==> src/clint_cfg_pkg.sv <==
// CLINT sizing constants
`default_nettype none

package clint_cfg_pkg;

  // Hart array
  localparam int unsigned NUM_HARTS  = 4;
  localparam int unsigned HART_IDX_W = 2;

  // ------------------------------------------------------------------
  // AXI4-Lite slave port
  // ------------------------------------------------------------------
  localparam int unsigned AXI_ADDR_W = 16;
  localparam int unsigned AXI_DATA_W = 32;
  localparam int unsigned AXI_STRB_W = AXI_DATA_W / 8;

  // ------------------------------------------------------------------
  // Timer
  // ------------------------------------------------------------------
  // mtime and every mtimecmp share this width and are read as two
  // AXI_DATA_W halves
  localparam int unsigned MTIME_W = 64;

  // rtc_i is asynchronous to clk_i
  localparam int unsigned RTC_SYNC_STAGES = 2;

endpackage : clint_cfg_pkg

`default_nettype wire
==> src/clint_reg_pkg.sv <==
// CLINT register map
`default_nettype none

package clint_reg_pkg;

  // ------------------------------------------------------------------
  // Regions, taken from address bits 15:14
  // ------------------------------------------------------------------
  localparam logic [1:0] REGION_MSIP     = 2'd0;
  localparam logic [1:0] REGION_MTIMECMP = 2'd1;
  // Region 2 is unmapped
  localparam logic [1:0] REGION_MTIME    = 2'd3;

  // Timer compare starts out of reach of mtime
  localparam logic [clint_cfg_pkg::MTIME_W-1:0] MTIMECMP_RESET =
    {clint_cfg_pkg::MTIME_W{1'b1}};

  // AXI response codes
  localparam logic [1:0] RESP_OKAY   = 2'b00;
  localparam logic [1:0] RESP_SLVERR = 2'b10;

  // ------------------------------------------------------------------
  // Register address, seen as msip word or as 64-bit half word
  // ------------------------------------------------------------------
  typedef union packed {
    struct packed {
      logic [1:0]                                     region;
      logic [clint_cfg_pkg::AXI_ADDR_W-clint_cfg_pkg::HART_IDX_W-5:0] rsvd;
      logic [clint_cfg_pkg::HART_IDX_W-1:0]           hart;
      logic [1:0]                                     byte_off;
    } msip;
    struct packed {
      logic [1:0]                                     region;
      logic [clint_cfg_pkg::AXI_ADDR_W-clint_cfg_pkg::HART_IDX_W-6:0] rsvd;
      logic [clint_cfg_pkg::HART_IDX_W-1:0]           hart;
      // 0 selects bits 31:0, 1 selects bits 63:32
      logic                                           half;
      logic [1:0]                                     byte_off;
    } cmp;
  } clint_addr_u;

endpackage : clint_reg_pkg

`default_nettype wire

==> src/clint_top.sv <==
// CLINT subsystem top
`timescale 1ns/1ps
`default_nettype none

module clint_top
  import clint_cfg_pkg::*;
(
  input  logic                  clk_i,
  input  logic                  ndmreset_n,
  input  logic                  rtc_i,
  // AXI4-Lite slave
  input  logic                  s_awvalid_i,
  input  logic [AXI_ADDR_W-1:0] s_awaddr_i,
  output logic                  s_awready_o,
  input  logic                  s_wvalid_i,
  input  logic [AXI_DATA_W-1:0] s_wdata_i,
  input  logic [AXI_STRB_W-1:0] s_wstrb_i,
  output logic                  s_wready_o,
  output logic                  s_bvalid_o,
  output logic [1:0]            s_bresp_o,
  input  logic                  s_bready_i,
  input  logic                  s_arvalid_i,
  input  logic [AXI_ADDR_W-1:0] s_araddr_i,
  output logic                  s_arready_o,
  output logic                  s_rvalid_o,
  output logic [AXI_DATA_W-1:0] s_rdata_o,
  output logic [1:0]            s_rresp_o,
  input  logic                  s_rready_i,
  // Interrupts per hart
  output logic [NUM_HARTS-1:0]  timer_irq_o,
  output logic [NUM_HARTS-1:0]  ipi_o
);

  logic [NUM_HARTS-1:0]              wr_msip;
  logic [NUM_HARTS-1:0]              wr_cmp_lo;
  logic [NUM_HARTS-1:0]              wr_cmp_hi;
  logic [AXI_DATA_W-1:0]             wdata;
  logic [AXI_STRB_W-1:0]             wstrb;
  logic                              wr_done;
  logic                              wr_err;
  logic                              rd_req;
  logic [1:0]                        rd_region;
  logic [HART_IDX_W-1:0]             rd_hart;
  logic                              rd_half;
  logic                              rd_err;
  logic                              b_busy;
  logic                              r_busy;
  logic [NUM_HARTS-1:0]              msip;
  logic [NUM_HARTS-1:0][MTIME_W-1:0] mtimecmp;
  logic [MTIME_W-1:0]                mtime;

  clint_req_decode i_req_decode (
    .s_awvalid_i ( s_awvalid_i ),
    .s_awaddr_i  ( s_awaddr_i  ),
    .s_awready_o ( s_awready_o ),
    .s_wvalid_i  ( s_wvalid_i  ),
    .s_wdata_i   ( s_wdata_i   ),
    .s_wstrb_i   ( s_wstrb_i   ),
    .s_wready_o  ( s_wready_o  ),
    .s_arvalid_i ( s_arvalid_i ),
    .s_araddr_i  ( s_araddr_i  ),
    .s_arready_o ( s_arready_o ),
    .b_busy_i    ( b_busy      ),
    .r_busy_i    ( r_busy      ),
    .wr_msip_o   ( wr_msip     ),
    .wr_cmp_lo_o ( wr_cmp_lo   ),
    .wr_cmp_hi_o ( wr_cmp_hi   ),
    .wdata_o     ( wdata       ),
    .wstrb_o     ( wstrb       ),
    .wr_done_o   ( wr_done     ),
    .wr_err_o    ( wr_err      ),
    .rd_req_o    ( rd_req      ),
    .rd_region_o ( rd_region   ),
    .rd_hart_o   ( rd_hart     ),
    .rd_half_o   ( rd_half     ),
    .rd_err_o    ( rd_err      )
  );

  // ------------------------------------------------------------------
  // One controller per hart
  // ------------------------------------------------------------------
  for (genvar h = 0; h < NUM_HARTS; h++) begin : g_hart
    clint_hart_ctrl i_hart_ctrl (
      .clk_i       ( clk_i          ),
      .ndmreset_n  ( ndmreset_n     ),
      .wr_msip_i   ( wr_msip[h]     ),
      .wr_cmp_lo_i ( wr_cmp_lo[h]   ),
      .wr_cmp_hi_i ( wr_cmp_hi[h]   ),
      .wdata_i     ( wdata          ),
      .wstrb_i     ( wstrb          ),
      .mtime_i     ( mtime          ),
      .msip_o      ( msip[h]        ),
      .mtimecmp_o  ( mtimecmp[h]    ),
      .timer_irq_o ( timer_irq_o[h] ),
      .ipi_o       ( ipi_o[h]       )
    );
  end

  clint_mtime_counter i_mtime_counter (
    .clk_i      ( clk_i      ),
    .ndmreset_n ( ndmreset_n ),
    .rtc_i      ( rtc_i      ),
    .mtime_o    ( mtime      )
  );

  clint_resp_gen i_resp_gen (
    .clk_i       ( clk_i       ),
    .ndmreset_n  ( ndmreset_n  ),
    .wr_done_i   ( wr_done     ),
    .wr_err_i    ( wr_err      ),
    .rd_req_i    ( rd_req      ),
    .rd_region_i ( rd_region   ),
    .rd_hart_i   ( rd_hart     ),
    .rd_half_i   ( rd_half     ),
    .rd_err_i    ( rd_err      ),
    .msip_i      ( msip        ),
    .mtimecmp_i  ( mtimecmp    ),
    .mtime_i     ( mtime       ),
    .s_bready_i  ( s_bready_i  ),
    .s_bvalid_o  ( s_bvalid_o  ),
    .s_bresp_o   ( s_bresp_o   ),
    .s_rready_i  ( s_rready_i  ),
    .s_rvalid_o  ( s_rvalid_o  ),
    .s_rdata_o   ( s_rdata_o   ),
    .s_rresp_o   ( s_rresp_o   ),
    .b_busy_o    ( b_busy      ),
    .r_busy_o    ( r_busy      )
  );

endmodule : clint_top

`default_nettype wire

==> src/clint_resp_gen.sv <==
// CLINT response generator
`timescale 1ns/1ps
`default_nettype none

module clint_resp_gen
  import clint_cfg_pkg::*;
  import clint_reg_pkg::*;
(
  input  logic                              clk_i,
  input  logic                              ndmreset_n,
  // Requests from the decoder
  input  logic                              wr_done_i,
  input  logic                              wr_err_i,
  input  logic                              rd_req_i,
  input  logic [1:0]                        rd_region_i,
  input  logic [HART_IDX_W-1:0]             rd_hart_i,
  input  logic                              rd_half_i,
  input  logic                              rd_err_i,
  // Register state
  input  logic [NUM_HARTS-1:0]              msip_i,
  input  logic [NUM_HARTS-1:0][MTIME_W-1:0] mtimecmp_i,
  input  logic [MTIME_W-1:0]                mtime_i,
  // AXI4-Lite response channels
  input  logic                              s_bready_i,
  output logic                              s_bvalid_o,
  output logic [1:0]                        s_bresp_o,
  input  logic                              s_rready_i,
  output logic                              s_rvalid_o,
  output logic [AXI_DATA_W-1:0]             s_rdata_o,
  output logic [1:0]                        s_rresp_o,
  output logic                              b_busy_o,
  output logic                              r_busy_o
);

  logic [AXI_DATA_W-1:0] rd_data;
  logic [MTIME_W-1:0]    cmp_sel;

  // ------------------------------------------------------------------
  // Write response
  // ------------------------------------------------------------------
  always_ff @(posedge clk_i or negedge ndmreset_n) begin
    if (!ndmreset_n) begin
      s_bvalid_o <= 1'b0;
    end else if (wr_done_i) begin
      s_bvalid_o <= 1'b1;
    end else if (s_bready_i) begin
      s_bvalid_o <= 1'b0;
    end
  end

  always_ff @(posedge clk_i) begin
    if (wr_done_i) begin
      s_bresp_o <= wr_err_i ? RESP_SLVERR : RESP_OKAY;
    end
  end

  // ------------------------------------------------------------------
  // Readback mux
  // ------------------------------------------------------------------
  assign cmp_sel = mtimecmp_i[rd_hart_i];

  always_comb begin
    rd_data = '0;
    case (rd_region_i)
      REGION_MSIP:     rd_data = AXI_DATA_W'(msip_i[rd_hart_i]);
      REGION_MTIMECMP: rd_data = rd_half_i ? cmp_sel[MTIME_W-1:AXI_DATA_W]
                                           : cmp_sel[AXI_DATA_W-1:0];
      REGION_MTIME:    rd_data = rd_half_i ? mtime_i[MTIME_W-1:AXI_DATA_W]
                                           : mtime_i[AXI_DATA_W-1:0];
      default:         rd_data = '0;
    endcase
    // Errors return zero data
    if (rd_err_i) begin
      rd_data = '0;
    end
  end

  // Read response, data sampled in the handshake cycle
  always_ff @(posedge clk_i or negedge ndmreset_n) begin
    if (!ndmreset_n) begin
      s_rvalid_o <= 1'b0;
    end else if (rd_req_i) begin
      s_rvalid_o <= 1'b1;
    end else if (s_rready_i) begin
      s_rvalid_o <= 1'b0;
    end
  end

  always_ff @(posedge clk_i) begin
    if (rd_req_i) begin
      s_rdata_o <= rd_data;
      s_rresp_o <= rd_err_i ? RESP_SLVERR : RESP_OKAY;
    end
  end

  assign b_busy_o = s_bvalid_o;
  assign r_busy_o = s_rvalid_o;

endmodule : clint_resp_gen

`default_nettype wire

==> src/clint_mtime_counter.sv <==
// CLINT mtime counter
`timescale 1ns/1ps
`default_nettype none

module clint_mtime_counter
  import clint_cfg_pkg::*;
(
  input  logic               clk_i,
  input  logic               ndmreset_n,
  input  logic               rtc_i,
  output logic [MTIME_W-1:0] mtime_o
);

  logic [RTC_SYNC_STAGES-1:0] rtc_sync;
  logic                       rtc_prev;
  logic                       rtc_rise;
  logic                       rtc_div;

  // Bring rtc into the clk_i domain and keep the last sample
  always_ff @(posedge clk_i or negedge ndmreset_n) begin
    if (!ndmreset_n) begin
      rtc_sync <= '0;
      rtc_prev <= 1'b0;
    end else begin
      rtc_sync <= {rtc_sync[RTC_SYNC_STAGES-2:0], rtc_i};
      rtc_prev <= rtc_sync[RTC_SYNC_STAGES-1];
    end
  end

  assign rtc_rise = rtc_sync[RTC_SYNC_STAGES-1] & ~rtc_prev;

  // ------------------------------------------------------------------
  // Divide by two, count on every second rtc edge
  // ------------------------------------------------------------------
  always_ff @(posedge clk_i or negedge ndmreset_n) begin
    if (!ndmreset_n) begin
      rtc_div <= 1'b0;
      mtime_o <= '0;
    end else if (rtc_rise) begin
      rtc_div <= ~rtc_div;
      if (rtc_div) begin
        mtime_o <= mtime_o + 1'b1;
      end
    end
  end

endmodule : clint_mtime_counter

`default_nettype wire

==> src/clint_hart_ctrl.sv <==
// CLINT per-hart controller
`timescale 1ns/1ps
`default_nettype none

module clint_hart_ctrl
  import clint_cfg_pkg::*;
  import clint_reg_pkg::*;
(
  input  logic                  clk_i,
  input  logic                  ndmreset_n,
  input  logic                  wr_msip_i,
  input  logic                  wr_cmp_lo_i,
  input  logic                  wr_cmp_hi_i,
  input  logic [AXI_DATA_W-1:0] wdata_i,
  input  logic [AXI_STRB_W-1:0] wstrb_i,
  input  logic [MTIME_W-1:0]    mtime_i,
  output logic                  msip_o,
  output logic [MTIME_W-1:0]    mtimecmp_o,
  output logic                  timer_irq_o,
  output logic                  ipi_o
);

  logic msip;

  // Software interrupt, only byte 0 bit 0 is implemented
  always_ff @(posedge clk_i or negedge ndmreset_n) begin
    if (!ndmreset_n) begin
      msip <= 1'b0;
    end else if (wr_msip_i && wstrb_i[0]) begin
      msip <= wdata_i[0];
    end
  end

  assign msip_o = msip;
  assign ipi_o  = msip;

  // ------------------------------------------------------------------
  // Timer compare, byte merge into the addressed half
  // ------------------------------------------------------------------
  always_ff @(posedge clk_i or negedge ndmreset_n) begin
    if (!ndmreset_n) begin
      mtimecmp_o <= MTIMECMP_RESET;
    end else begin
      for (int b = 0; b < AXI_STRB_W; b++) begin
        if (wr_cmp_lo_i && wstrb_i[b]) begin
          mtimecmp_o[8*b +: 8] <= wdata_i[8*b +: 8];
        end
        if (wr_cmp_hi_i && wstrb_i[b]) begin
          mtimecmp_o[AXI_DATA_W+8*b +: 8] <= wdata_i[8*b +: 8];
        end
      end
    end
  end

  // Level interrupt, one cycle behind mtime and mtimecmp
  always_ff @(posedge clk_i or negedge ndmreset_n) begin
    if (!ndmreset_n) begin
      timer_irq_o <= 1'b0;
    end else begin
      timer_irq_o <= (mtime_i >= mtimecmp_o);
    end
  end

endmodule : clint_hart_ctrl

`default_nettype wire

==> src/clint_req_decode.sv <==
// CLINT request decoder
`timescale 1ns/1ps
`default_nettype none

module clint_req_decode
  import clint_cfg_pkg::*;
  import clint_reg_pkg::*;
(
  // AXI4-Lite request channels
  input  logic                  s_awvalid_i,
  input  logic [AXI_ADDR_W-1:0] s_awaddr_i,
  output logic                  s_awready_o,
  input  logic                  s_wvalid_i,
  input  logic [AXI_DATA_W-1:0] s_wdata_i,
  input  logic [AXI_STRB_W-1:0] s_wstrb_i,
  output logic                  s_wready_o,
  input  logic                  s_arvalid_i,
  input  logic [AXI_ADDR_W-1:0] s_araddr_i,
  output logic                  s_arready_o,
  // Response channel occupancy
  input  logic                  b_busy_i,
  input  logic                  r_busy_i,
  // Write strobes to the hart controllers
  output logic [NUM_HARTS-1:0]  wr_msip_o,
  output logic [NUM_HARTS-1:0]  wr_cmp_lo_o,
  output logic [NUM_HARTS-1:0]  wr_cmp_hi_o,
  output logic [AXI_DATA_W-1:0] wdata_o,
  output logic [AXI_STRB_W-1:0] wstrb_o,
  // Requests to the response generator
  output logic                  wr_done_o,
  output logic                  wr_err_o,
  output logic                  rd_req_o,
  output logic [1:0]            rd_region_o,
  output logic [HART_IDX_W-1:0] rd_hart_o,
  output logic                  rd_half_o,
  output logic                  rd_err_o
);

  clint_addr_u waddr;
  clint_addr_u raddr;
  logic        wr_hs;

  function automatic logic hart_ok(input logic [HART_IDX_W-1:0] hart);
    return 32'(hart) < NUM_HARTS;
  endfunction

  assign waddr = s_awaddr_i;
  assign raddr = s_araddr_i;

  // ------------------------------------------------------------------
  // Write channel, address and data taken in the same cycle
  // ------------------------------------------------------------------
  assign wr_hs       = s_awvalid_i & s_wvalid_i & ~b_busy_i;
  assign s_awready_o = wr_hs;
  assign s_wready_o  = wr_hs;
  assign wr_done_o   = wr_hs;
  assign wdata_o     = s_wdata_i;
  assign wstrb_o     = s_wstrb_i;

  always_comb begin
    wr_msip_o   = '0;
    wr_cmp_lo_o = '0;
    wr_cmp_hi_o = '0;
    wr_err_o    = 1'b0;
    case (waddr.cmp.region)
      REGION_MSIP: begin
        if (hart_ok(waddr.msip.hart)) begin
          wr_msip_o[waddr.msip.hart] = wr_hs;
        end else begin
          wr_err_o = 1'b1;
        end
      end
      REGION_MTIMECMP: begin
        if (!hart_ok(waddr.cmp.hart)) begin
          wr_err_o = 1'b1;
        end else if (waddr.cmp.half) begin
          wr_cmp_hi_o[waddr.cmp.hart] = wr_hs;
        end else begin
          wr_cmp_lo_o[waddr.cmp.hart] = wr_hs;
        end
      end
      // mtime is read only, region 2 is unmapped
      default: wr_err_o = 1'b1;
    endcase
  end

  // ------------------------------------------------------------------
  // Read channel, one read outstanding
  // ------------------------------------------------------------------
  assign s_arready_o = ~r_busy_i;
  assign rd_req_o    = s_arvalid_i & ~r_busy_i;
  assign rd_region_o = raddr.cmp.region;
  assign rd_half_o   = raddr.cmp.half;
  assign rd_hart_o   = (raddr.cmp.region == REGION_MSIP) ? raddr.msip.hart : raddr.cmp.hart;

  always_comb begin
    case (raddr.cmp.region)
      REGION_MSIP,
      REGION_MTIMECMP: rd_err_o = ~hart_ok(rd_hart_o);
      // Single shared counter, hart field must be zero
      REGION_MTIME:    rd_err_o = (raddr.cmp.hart != '0);
      default:         rd_err_o = 1'b1;
    endcase
  end

endmodule : clint_req_decode

`default_nettype wire

==> config.mk <==
export PLATFORM = sky130hd
export DESIGN_NAME = clint_top
export DESIGN_NICKNAME = d
export VERILOG_FILES = /design/src/clint_cfg_pkg.sv /design/src/clint_reg_pkg.sv /design/src/clint_top.sv /design/src/clint_resp_gen.sv /design/src/clint_mtime_counter.sv /design/src/clint_hart_ctrl.sv /design/src/clint_req_decode.sv
export SDC_FILE = /design/constraint.sdc
export NUM_CORES = 1
export LEC_CHECK = 0
export ABC_AREA = 1
export ABC_CLOCK_PERIOD_IN_PS = 4700
export BUFFER_PORTS_ARGS = -buffer_cell sky130_fd_sc_hd__buf_4
export CORE_UTILIZATION = 60
export CTS_BUF_LIST = sky130_fd_sc_hd__clkbuf_8
export DETAILED_ROUTE_END_ITERATION = 12
export PLACE_DENSITY = 0.82
export SYNTH_ARGS = -nofsm -noshare
export SYNTH_HDL_FRONTEND = slang
export SYNTH_SLANG_ARGS = --single-unit
==> constraint.sdc <==
create_clock -name clk_i -period 4.7 [get_ports clk_i]
set_input_delay 0.94 -clock clk_i [delete_from_list [all_inputs] [get_ports clk_i]]
set_output_delay 0.94 -clock clk_i [all_outputs]
set_load 0.02 [all_outputs]
==> qor.yml <==
status: "complete, no violations"
drt_first_pass_iters: 9
cts-resized-gates: 0
power_mw: 8.508
ff2ff_path_depth: 9
die_h_microns: 208.8
synthDistinctLibCells: 43
power.leakage_nw: 12.80
dp_cells: 3894
cts.path.max_buffers: 3
min_to: "i_mtime_counter.rtc_sync[1]$_DFF_PN0_"
drt_wl_total_microns: 83030
port_buffers: 100
ys_warn_count: 0
combPwrFrac: 0.214
multi_input_area_sq_mm: 0.01357
slowest_delay_ps: 560
timing.final.crit_share: 0.5802
cts_buffers: 66
async_flop_share: 0.9076
crit_required_ps: 5090
fin_cells: 4013
grt_max_degree: 131
synth_edf_count: 34
overflow: 0
clk_pin_slew_ps: 60
final.min_clock_period_ps: 2727
grt_usage: 0.3850
cts_hold_repair.buffers: 0
finalSetupTns_ps: 0
max_slew_margin: 0.2918
grt_pass1_vias: 22860
dpl.hpwl_microns: 60830
rsz0062_at_grt: "false"
gp_congestion: 1.006
start_util: 0.6101
finalHoldViolCount: 0
cts_num_sinks: 368
ir_worst_vdd_v: 0.0002785
antenna_found_initial: 1
fin_area_sq_mm: 0.02787
place_ws_ps: 1397
startpoint_type: "input pin"
final_cell_mix: "nand2_1 (979), inv_1 (469), nand3_1 (283), ha_1 (257), dfstp_2 (256)"
p_seq_frac: 0.435
internal_power_mw: 5.672
htreeDepth: 3
syn_inst: 3355
vias: 23760
nFillCells: 3586
ys_seq_area_frac: 0.3781
p_per_area_mw_per_mm2: 305.3
postRouteAntennaNets: 0
core.rowCount: 75
rr_startpoint: "i_mtime_counter.mtime_o[40]$_DFFE_PN0P_"
max_freq_ghz: 0.3667
avgViaCountPerCell: 5.922
avgSynthCellArea_sq_um: 7.645
drc: 0
final_nets: 3756
crit_fanout: 130
crit_chain: "buf_4 > buf_4 > nand2_1 > o21ai_4 > buf_12 > nand2_1 > nand3_1 > nand3_1 > nand3_1 > a21oi_1"
drive_gt1_frac: 0.1627
power.switching_mw: 2.837
grt_pass1_wl_microns: 128400
hold_class: "register to register"
slowest_stage: "buf_4"
clock_skew_ps: 31.22
r2r_end: "i_mtime_counter.mtime_o[44]$_DFFE_PN0P_"
critPathCaptureType: "register"
die_x_microns: 208.8
path_common_cell: "nand3_1"
dieArea_sq_mm: 0.04358
worstHoldPathCells: 0
cap_viol_max_count: 0
crit_type: "input pin to register"
arrival_ps: 3120
fin_ws_ps: 1973
cts_setup_buffers: 0
regArea_sq_mm: 0.009699
dpl-instance-area_sq_mm: 0.02659
io_pins: 125
worst_pin_slew_ps: 1061
clock_latency_ps: 670
syn2layout_area_growth_pct: 8.644
routedWlPerCell_microns: 20.69
drt_iter0_markers: 2523
reg2reg_setup_slack_ps: 2020
cts_tree: "yes"
clkPwrFrac: 0.352
maxSlewViolCount: 0
cts-root-buf: "clkbuf_8"
min-delay-start: "i_mtime_counter.rtc_sync[0]$_DFF_PN0_"
switching_share: 0.3334
final_common_cell: "nand2_1"
fp.coreArea_sq_mm: 0.04204
setup_viol: 0
ys.flop_type: "dfstp_2"
synth_seq_cells: 368
synth_area_sq_mm: 0.02565
==> cell usage after synthesis, types with 34 or more instances <==
cell	number	area share
o21ai_2	37	0.013
nor2_1	171	0.025
dfstp_2	256	0.26
xor2_1	38	0.013
clkbuf_1	35	0.0051
inv_1	443	0.065
a21oi_1	187	0.036
dfrtp_1	78	0.076
edfxtp_1	34	0.040
nand4_1	41	0.010
nor3_1	36	0.0070
nand2_1	980	0.14
nand3_1	283	0.055
o21ai_0	171	0.033
buf_2	38	0.0074
ha_1	257	0.13
o21ai_1	127	0.025
==> critical path, delay by kind of cell <==
| family | cells | cell delay (ps) |
|---|---|---|
| buffers and inverters | 3 | 1160 |
| and+or+nand+nor | 5 | 700 |
| AOI/OAI and AO/OA | 2 | 200 |
==> per-layer routing <==
layer	routed length [microns]	GRT usage	share of wire	up-vias
li1	-	-	-	11060
met1	34070	0.5277	0.41	11200
met2	36480	0.5854	0.44	1252
met3	8629	0.07920	0.10	251
met4	3855	0.1790	0.046	0
met5	0	0	0	-
==> worst max path at each step <==
stage / startpoint / endpoint / slack, ps
floorplan: s_awvalid_i / s_wready_o / 2380
global placement: s_araddr_i[2] / i_resp_gen.s_rdata_o[4]$_SDFFCE_PP0P_ / 1460
detailed placement: s_araddr_i[2] / i_resp_gen.s_rdata_o[22]$_SDFFCE_PP0P_ / 1400
CTS: s_araddr_i[2] / i_resp_gen.s_rdata_o[22]$_SDFFCE_PP0P_ / 2100
global route: s_araddr_i[2] / i_resp_gen.s_rdata_o[31]$_SDFFCE_PP0P_ / 1920
finish: s_araddr_i[2] / i_resp_gen.s_rdata_o[8]$_SDFFCE_PP0P_ / 1970
==> flip-flops by register name, summed over array words and instances, names as in the netlist <==
signal	flops
i_resp_gen.s_rresp_o	1
i_mtime_counter.mtime_o	64
i_resp_gen.r_busy_o	1
i_mtime_counter.rtc_prev	1
g_hart.i_hart_ctrl.ipi_o	4
g_hart.i_hart_ctrl.mtimecmp_o	256
i_mtime_counter.rtc_sync	2
i_resp_gen.s_rdata_o	32
i_resp_gen.s_bresp_o	1
i_mtime_counter.rtc_div	1
i_resp_gen.b_busy_o	1
g_hart.i_hart_ctrl.timer_irq_o	4
==> area by class of cell <==
| type | instances | area share |
|---|---|---|
| repair buffers | 118 | 0.03430 |
| clock inverters | 39 | 0.006735 |
| flip-flops and latches | 368 | 0.3481 |
| well taps | 539 | 0.02420 |
| multi-input cells | 2419 | 0.4869 |
| diodes | 1 | 0.00008980 |
| inverters | 450 | 0.06070 |
| clock buffers | 79 | 0.03902 |
==> power groups by stage <==
stage	clock network (mW)	registers [mW]	logic, mW
after floorplan	0	3.71	1.13
after global placement	0	3.72	1.71
after detailed placement	0	3.74	1.77
after CTS	3.02	3.69	1.78
after global routing	3.15	3.72	2.00
final	2.99	3.70	1.82
==> kinds of logic after synthesis <==
kind of cell             synth area share
AO/OA/AOI/OAI                      0.1130
flip-flops                         0.3781
buffers and inverters             0.09473
XOR/XNOR                          0.01434
AND/OR/NAND/NOR                    0.2742
other                           0.0001462
adder cells (fa/ha/maj)            0.1254
==> per-stage QoR <==
step | hold slack, ps | utilization
floorplan | 331.2 | -
global placement | 334.9 | 0.6325
detailed placement | 340.2 | 0.6325
CTS | 351.8 | 0.6628
global route | 362.8 | 0.6628
finish | 343.4 | 0.6629
Note: power is estimated with default switching activity, not from simulation.
